### config.mk
export PLATFORM = sky130hd
export DESIGN_NAME = sprite_renderer_top
export DESIGN_NICKNAME = d
export VERILOG_FILES = /design/src/logic/sprite_pkg.sv /design/src/logic/sprite_renderer_top.sv /design/src/logic/sprite_rom.sv /design/src/logic/entity_detect.sv /design/src/logic/scan_timing.sv /design/src/logic/entity_regs.sv
export SDC_FILE = /design/constraint.sdc
export NUM_CORES = 1
export LEC_CHECK = 0
export ABC_CLOCK_PERIOD_IN_PS = 10700
export BUFFER_PORTS_ARGS = -buffer_cell sky130_fd_sc_hd__buf_2
export CAP_MARGIN = 20
export CORE_MARGIN = 3
export CORE_UTILIZATION = 45
export DETAILED_ROUTE_END_ITERATION = 10
export GPL_ROUTABILITY_DRIVEN = 0
export MAX_ROUTING_LAYER = met4
export SYNTH_ARGS = -nofsm -noshare
export SYNTH_HDL_FRONTEND = slang
export SYNTH_HIERARCHICAL = 1
export SYNTH_SLANG_ARGS = --single-unit
### constraint.sdc
create_clock -name clk -period 10.7 [get_ports clk]
set_input_delay 1.07 -clock clk [delete_from_list [all_inputs] [get_ports clk]]
set_output_delay 1.07 -clock clk [all_outputs]
set_load 0.05 [all_outputs]
### src/logic/sprite_rom.mem
// one bitmap row per line, leftmost digit is column 0 (bit 7), 1 is white
// sprite n occupies lines 8n to 8n+7, top row first
01111110
01000000
01000000
01111100
01000000
01000000
01000000
00000000
01000000
01000000
01000000
01000000
01000000
01000000
01111110
00000000
01111100
01000010
01000010
01111100
01000000
01000000
01000000
00000000
01111100
01000010
01000010
01111100
01001000
01000100
01000010
00000000
10000000
11000000
11100000
11110000
11111000
11111100
11111110
11111111
00000010
00000010
00000010
00000010
01000010
01000010
00111100
00000000
11110000
11110000
11110000
11110000
00001111
00001111
00001111
00001100
11111110
00000110
00001100
00011000
00110000
01100000
11000000
10000000

### src/logic/sprite_pkg.sv
`default_nettype none

package sprite_pkg;

    // screen grid
    localparam int screen_tiles_h = 16;
    localparam int screen_tiles_v = 12;
    localparam int tile_len_pixel = 40;
    localparam int upscale = 5;
    localparam int sprite_size = 8;
    // largest cell index inside a tile, used for mirroring
    localparam logic [2:0] cell_max = 3'(sprite_size - 1);

    // entity word layout: id, orientation, tile
    localparam int num_slots = 9;
    localparam int slot_idx_width = $clog2(num_slots);
    localparam int flip_first_slot = 7;
    localparam int entity_width = 14;
    localparam int id_lsb = 10;
    localparam int id_width = 4;
    localparam int orient_lsb = 8;
    localparam int orient_width = 2;
    localparam int tile_lsb = 0;
    localparam int tile_width = 8;
    localparam int id_unused_min = 8;
    localparam logic [3:0] id_reset = 4'd15;

    localparam logic [1:0] orient_up = 2'd0;
    localparam logic [1:0] orient_right = 2'd1;
    localparam logic [1:0] orient_down = 2'd2;
    localparam logic [1:0] orient_left = 2'd3;

    // 800x525 scan, visible part derived from the tile grid
    localparam int h_visible = screen_tiles_h * tile_len_pixel;
    localparam int h_front = 16;
    localparam int h_sync = 96;
    localparam int h_back = 48;
    localparam int v_visible = screen_tiles_v * tile_len_pixel;
    localparam int v_front = 10;
    localparam int v_sync = 2;
    localparam int v_back = 33;
    localparam int h_total = h_visible + h_front + h_sync + h_back;
    localparam int v_total = v_visible + v_front + v_sync + v_back;

    // sprite bitmaps, eight lines per usable id
    localparam int rom_depth = id_unused_min * sprite_size;
    localparam rom_file = "/design/src/logic/sprite_rom.mem";
    localparam int pipe_latency = 2;

    // wishbone register map, one word per slot
    localparam int wb_adr_width = 4;
    localparam int wb_dat_width = 16;

endpackage

`default_nettype wire
### src/logic/sprite_renderer_top.sv
`timescale 1ns/1ps
`default_nettype none

module sprite_renderer_top (
    input  logic                                clk,
    input  logic                                rst_n,
    input  logic                                wb_cyc,
    input  logic                                wb_stb,
    input  logic                                wb_we,
    input  logic [sprite_pkg::wb_adr_width-1:0] wb_adr,
    input  logic [sprite_pkg::wb_dat_width-1:0] wb_dat_w,
    output logic [sprite_pkg::wb_dat_width-1:0] wb_dat_r,
    output logic                                wb_ack,
    output logic                                colour,
    output logic                                hsync,
    output logic                                vsync,
    output logic                                video_on
);

    import sprite_pkg::*;

    logic [num_slots*entity_width-1:0] slot_bus;
    // raw scan signals, stage 0
    logic [9:0] counter_h;
    logic [9:0] counter_v;
    logic       hsync_raw;
    logic       vsync_raw;
    logic       video_on_raw;
    // detect stage outputs
    logic       hit;
    logic [2:0] sprite_id;
    logic [2:0] src_row;
    logic [2:0] src_col;
    logic       hsync_d;
    logic       vsync_d;
    logic       video_on_d;

    entity_regs u_regs (
        .clk      (clk),
        .rst_n    (rst_n),
        .wb_cyc   (wb_cyc),
        .wb_stb   (wb_stb),
        .wb_we    (wb_we),
        .wb_adr   (wb_adr),
        .wb_dat_w (wb_dat_w),
        .wb_dat_r (wb_dat_r),
        .wb_ack   (wb_ack),
        .slot_bus (slot_bus)
    );

    scan_timing u_timing (
        .clk       (clk),
        .rst_n     (rst_n),
        .counter_h (counter_h),
        .counter_v (counter_v),
        .hsync     (hsync_raw),
        .vsync     (vsync_raw),
        .video_on  (video_on_raw)
    );

    entity_detect u_detect (
        .clk        (clk),
        .rst_n      (rst_n),
        .slot_bus   (slot_bus),
        .counter_h  (counter_h),
        .counter_v  (counter_v),
        .hsync      (hsync_raw),
        .vsync      (vsync_raw),
        .video_on   (video_on_raw),
        .hit        (hit),
        .sprite_id  (sprite_id),
        .src_row    (src_row),
        .src_col    (src_col),
        .hsync_d    (hsync_d),
        .vsync_d    (vsync_d),
        .video_on_d (video_on_d)
    );

    // final stage drives the display pins
    sprite_rom u_rom (
        .clk          (clk),
        .rst_n        (rst_n),
        .hit          (hit),
        .sprite_id    (sprite_id),
        .src_row      (src_row),
        .src_col      (src_col),
        .hsync_d      (hsync_d),
        .vsync_d      (vsync_d),
        .video_on_d   (video_on_d),
        .colour       (colour),
        .hsync_out    (hsync),
        .vsync_out    (vsync),
        .video_on_out (video_on)
    );

endmodule

`default_nettype wire

### src/logic/sprite_rom.sv
`timescale 1ns/1ps
`default_nettype none

module sprite_rom (
    input  logic       clk,
    input  logic       rst_n,
    input  logic       hit,
    input  logic [2:0] sprite_id,
    input  logic [2:0] src_row,
    input  logic [2:0] src_col,
    input  logic       hsync_d,
    input  logic       vsync_d,
    input  logic       video_on_d,
    output logic       colour,
    output logic       hsync_out,
    output logic       vsync_out,
    output logic       video_on_out
);

    import sprite_pkg::*;

    // 8 lines of 8 bits per sprite
    logic [sprite_size-1:0] rom [rom_depth];
    logic [5:0]             rom_addr;
    logic [sprite_size-1:0] rom_line;
    logic                   pix_bit;
    logic                   colour_n;

    initial begin
        $readmemb(rom_file, rom);
    end

    // line 8*id + row
    assign rom_addr = {sprite_id, src_row};
    assign rom_line = rom[rom_addr];
    // msb holds column 0
    assign pix_bit = rom_line[cell_max - src_col];

    // 1 white, 0 black
    always_comb begin
        if (!video_on_d) begin
            colour_n = 1'b0;
        end else if (hit) begin
            colour_n = pix_bit;
        end else begin
            // empty tile shows white background
            colour_n = 1'b1;
        end
    end

    // second pipe stage, syncs kept aligned with colour
    always_ff @(posedge clk) begin
        if (!rst_n) begin
            colour <= 1'b0;
            hsync_out <= 1'b1;
            vsync_out <= 1'b1;
            video_on_out <= 1'b0;
        end else begin
            colour <= colour_n;
            hsync_out <= hsync_d;
            vsync_out <= vsync_d;
            video_on_out <= video_on_d;
        end
    end

endmodule

`default_nettype wire

### src/logic/entity_detect.sv
`timescale 1ns/1ps
`default_nettype none

module entity_detect (
    input  logic                                                    clk,
    input  logic                                                    rst_n,
    input  logic [sprite_pkg::num_slots*sprite_pkg::entity_width-1:0] slot_bus,
    input  logic [9:0]                                              counter_h,
    input  logic [9:0]                                              counter_v,
    input  logic                                                    hsync,
    input  logic                                                    vsync,
    input  logic                                                    video_on,
    output logic                                                    hit,
    output logic [2:0]                                              sprite_id,
    output logic [2:0]                                              src_row,
    output logic [2:0]                                              src_col,
    output logic                                                    hsync_d,
    output logic                                                    vsync_d,
    output logic                                                    video_on_d
);

    import sprite_pkg::*;

    logic [9:0]                pix_tile;
    logic [9:0]                off_h;
    logic [9:0]                off_v;
    logic [2:0]                cell_r;
    logic [2:0]                cell_c;
    logic [2:0]                col_f;
    logic [entity_width-1:0]   ent;
    logic [entity_width-1:0]   win_entity;
    logic [slot_idx_width-1:0] win_slot;
    logic                      found;
    logic [2:0]                row_n;
    logic [2:0]                col_n;

    // row major tile under the beam with 16 per row
    assign pix_tile = 10'((counter_v / tile_len_pixel) * screen_tiles_h
                          + counter_h / tile_len_pixel);
    assign off_h = 10'(counter_h % tile_len_pixel);
    assign off_v = 10'(counter_v % tile_len_pixel);
    // 5x5 pixel cells inside the tile
    assign cell_r = 3'(off_v / upscale);
    assign cell_c = 3'(off_h / upscale);

    // scan downwards so the lowest matching slot is kept
    always_comb begin
        found = 1'b0;
        win_slot = '0;
        win_entity = '0;
        ent = '0;
        for (int i = num_slots - 1; i >= 0; i--) begin
            ent = slot_bus[i*entity_width +: entity_width];
            // ids 8..15 draw nothing
            if ((ent[id_lsb +: id_width] < id_unused_min)
                    && ({2'b00, ent[tile_lsb +: tile_width]} == pix_tile)) begin
                found = 1'b1;
                win_slot = slot_idx_width'(i);
                win_entity = ent;
            end
        end
    end

    // mirror first for the last two slots
    assign col_f = (win_slot >= flip_first_slot) ? (cell_max - cell_c) : cell_c;

    // rotation into bitmap coordinates
    always_comb begin
        case (win_entity[orient_lsb +: orient_width])
            orient_right: begin
                row_n = cell_max - col_f;
                col_n = cell_r;
            end
            orient_down: begin
                row_n = cell_max - cell_r;
                col_n = cell_max - col_f;
            end
            orient_left: begin
                row_n = col_f;
                col_n = cell_max - cell_r;
            end
            default: begin
                row_n = cell_r;
                col_n = col_f;
            end
        endcase
    end

    always_ff @(posedge clk) begin
        if (!rst_n) begin
            hit <= 1'b0;
            hsync_d <= 1'b1;
            vsync_d <= 1'b1;
            video_on_d <= 1'b0;
        end else begin
            hit <= found;
            hsync_d <= hsync;
            vsync_d <= vsync;
            video_on_d <= video_on;
        end
    end

    // lookup payload only meaningful with hit
    always_ff @(posedge clk) begin
        sprite_id <= win_entity[id_lsb +: 3];
        src_row <= row_n;
        src_col <= col_n;
    end

endmodule

`default_nettype wire

### src/logic/scan_timing.sv
`timescale 1ns/1ps
`default_nettype none

module scan_timing (
    input  logic       clk,
    input  logic       rst_n,
    output logic [9:0] counter_h,
    output logic [9:0] counter_v,
    output logic       hsync,
    output logic       vsync,
    output logic       video_on
);

    import sprite_pkg::*;

    // sync pulse windows
    localparam int hs_start = h_visible + h_front;
    localparam int hs_end = hs_start + h_sync;
    localparam int vs_start = v_visible + v_front;
    localparam int vs_end = vs_start + v_sync;

    logic h_last;
    logic v_last;

    assign h_last = (counter_h == 10'(h_total - 1));
    assign v_last = (counter_v == 10'(v_total - 1));

    // pixel counter, one step per clock
    always_ff @(posedge clk) begin
        if (!rst_n) begin
            counter_h <= '0;
        end else if (h_last) begin
            counter_h <= '0;
        end else begin
            counter_h <= counter_h + 10'd1;
        end
    end

    // line counter moves at end of each line
    always_ff @(posedge clk) begin
        if (!rst_n) begin
            counter_v <= '0;
        end else if (h_last) begin
            if (v_last) begin
                counter_v <= '0;
            end else begin
                counter_v <= counter_v + 10'd1;
            end
        end
    end

    // active low syncs straight from the counters
    assign hsync = !((counter_h >= hs_start) && (counter_h < hs_end));
    assign vsync = !((counter_v >= vs_start) && (counter_v < vs_end));
    // 640x480 window only
    assign video_on = (counter_h < h_visible) && (counter_v < v_visible);

endmodule

`default_nettype wire

### src/logic/entity_regs.sv
`timescale 1ns/1ps
`default_nettype none

module entity_regs (
    input  logic                                                    clk,
    input  logic                                                    rst_n,
    input  logic                                                    wb_cyc,
    input  logic                                                    wb_stb,
    input  logic                                                    wb_we,
    input  logic [sprite_pkg::wb_adr_width-1:0]                     wb_adr,
    input  logic [sprite_pkg::wb_dat_width-1:0]                     wb_dat_w,
    output logic [sprite_pkg::wb_dat_width-1:0]                     wb_dat_r,
    output logic                                                    wb_ack,
    output logic [sprite_pkg::num_slots*sprite_pkg::entity_width-1:0] slot_bus
);

    import sprite_pkg::*;

    // one register per entity slot
    logic [entity_width-1:0] slots [num_slots];
    // new request seen this cycle, not yet acked
    logic                    req;
    logic                    adr_valid;

    assign req = wb_cyc && wb_stb && !wb_ack;
    // addresses 9..15 are holes in the map
    assign adr_valid = (wb_adr < num_slots);

    // single cycle ack, drops even while stb is still held
    always_ff @(posedge clk) begin
        if (!rst_n) begin
            wb_ack <= 1'b0;
        end else begin
            wb_ack <= req;
        end
    end

    // slot writes land with the ack edge
    always_ff @(posedge clk) begin
        if (!rst_n) begin
            for (int i = 0; i < num_slots; i++) begin
                // unused id, orientation up, tile 0
                slots[i] <= {id_reset, orient_up, {tile_width{1'b0}}};
            end
        end else if (req && wb_we && adr_valid) begin
            for (int i = 0; i < num_slots; i++) begin
                if (wb_adr == i) begin
                    // upper data bits are dropped
                    slots[i] <= wb_dat_w[entity_width-1:0];
                end
            end
        end
    end

    // read mux, zero for holes
    always_comb begin
        wb_dat_r = '0;
        for (int i = 0; i < num_slots; i++) begin
            if (wb_adr == i) begin
                wb_dat_r = {{(wb_dat_width - entity_width){1'b0}}, slots[i]};
            end
        end
    end

    // flatten, slot 0 in the low bits
    always_comb begin
        for (int i = 0; i < num_slots; i++) begin
            slot_bus[i*entity_width +: entity_width] = slots[i];
        end
    end

endmodule

`default_nettype wire

==> run metrics <==
status=finished clean; CP endpoint kind=output pin; number of global-route vias before repair=3822; P_leak=2.61 nW; HPWL after DPL=8.54 mm; worst hold path depth=1; Die X=126 um; core region area=14000 um2; clock skew=6.26 ps; max-cap violations=0; Pwr Density=191 nW/um2; Slew Limit Fails=0; post-DR vias/cell=5.45; die height=126 um; Final period util=0.411; total track usage=0.179; Root Driver=clkbuf_16; Synth Area per Inst=14.3 um2; DR iter-0 viols=304; reg-to-reg startpoint=u_regs/wb_ack$_SDFF_PN0_; Hold Crit Class=flip-flop to flip-flop; hold-fix buffers at CTS=0; # rows=43; R2R setup slack=8410 ps; die area=15900 um2; critical path arrival=3330 ps; crit path max fanout=59; Post-Syn Area=6510 um2; RSZ-0062 raised after global routing=no; cell count of the worst reg-to-reg path=4; initial antenna violation count=0; largest net degree at the start of global routing=60; CTS HTree Levels=4; Setup Total Neg Slack=0 ps; final wirelength=13.3 mm; worst skew pair latency=410 ps; clk slew on worst S/H paths=60 ps; Max VDD drop=121 uV; CTS sink cnt=154; layout cell share with drive strength beyond 1=0.219; warnings from Yosys=6; Routed Antenna Nets=0; CTS tree=built; Tmin final=4400 ps; Critical Path RT=9630 ps; Final Hold Viols=0; first-pass GRT wire length=20.9 mm; Startpoint Class=input port; final setup fails=0; Max Fclk=0.227 GHz; Final Util=0.539; diode count=0; I/O pin count=46; fin nets=534; First-pass DRT Iterations=5; wire length per cell=19.0 um; Setup Buffers After CTS=0; Setup Crit Path Kind=input port to output pin; drt drc=0; IO Port Bufs=41; worst setup path startpoint=wb_adr[0]; GR Overflow Total=0; Max Buffers Root-to-Sink=2; worst relative slew slack=0.314; cts bufs inserted=17; worst setup path end=wb_dat_r[9]; Resize count post-CTS=0; Slew @ Worst Pin=1020 ps; R2R Path End=u_regs/slots[0][98]$_DFFE_PP_; area delta synth->final=15.8%; Starting Density=0.465; via count=3799; cell count after synthesis=455
## critical path, cell delays in order
cell and delay (ps):
buf_2 90, buf_4 350, or3_4 490, nor2_1 500
buf_4 310, a22o_1 200, buf_2 270
## layout make-up
| cell class | instances | area, um2 |
|---|---|---|
| fillers | 1171 | 6450 |
| flip-flops and latches | 154 | 4340 |
| multi-input cells | 268 | 1970 |
| clock buffers | 20 | 447 |
| repair buffers | 54 | 303 |
| well taps | 180 | 225 |
| clock inverters | 12 | 220 |
| inverters | 9 | 33.8 |
## routing by layer
metal | global-route usage | part of all wire
met5 | - | 0
met4 | 0.0694 | 0.0083
met3 | 0.0403 | 0.052
met2 | 0.283 | 0.50
met1 | 0.225 | 0.44
## state kept, by name, summed over array words and instances (netlist names)
register             cells
u_timing/counter_h      10
u_detect/video_on_d      1
u_detect/hsync_d         1
u_detect/vsync_d         1
u_rom/video_on_out       1
u_timing/counter_v      10
u_rom/colour             1
u_rom/vsync_out          1
u_rom/hsync_out          1
u_regs/slots           126
u_regs/wb_ack            1
## cells in the final DEF (no fill, tap or decap), drive strengths merged, types with 9 or more instances in the layout
cell type and n:
xnor2 9, clkbuf 20, dfxtp 28, and2 24, buf 54, o21ai 30
nand2 13, inv 9, nor2 33, nor2b 10, edfxtp 126, a211oi 10
mux2i 15
## worst min-delay path by stage
stage / start / end / slack (ps)
final: u_detect/hsync_d$_SDFF_PN1_ / u_rom/hsync_out$_SDFF_PN1_ / 410
after global routing: u_detect/hsync_d$_SDFF_PN1_ / u_rom/hsync_out$_SDFF_PN1_ / 420
after CTS: u_detect/hsync_d$_SDFF_PN1_ / u_rom/hsync_out$_SDFF_PN1_ / 420
after detailed placement: u_detect/vsync_d$_SDFF_PN1_ / u_rom/vsync_out$_SDFF_PN1_ / 400
after global placement: u_detect/hsync_d$_SDFF_PN1_ / u_rom/hsync_out$_SDFF_PN1_ / 400
after floorplan: u_detect/hsync_d$_SDFF_PN1_ / u_rom/hsync_out$_SDFF_PN1_ / 390
## per-stage QoR
stage | instance area [um2] | setup slack, ps | instances | hold slack [ps] | power (mW)
detailed placement | 6870 | 6320 | 664 | 400 | 0.789
finish | 7540 | 6300 | 697 | 413 | 1.44
floorplan | 6510 | 6800 | 456 | 386 | 0.759
CTS | 7530 | 6310 | 696 | 418 | 1.45
global route | 7540 | 6200 | 697 | 424 | 1.49
global placement | 6870 | 6310 | 664 | 399 | 0.786
## where the power goes
group	total, mW	switching (mW)	internal, mW
clock network	0.663	0.221	0.442
logic	0.101	0.0693	0.0313
registers	0.674	0.00644	0.667
(Power assumes the default switching activity.)
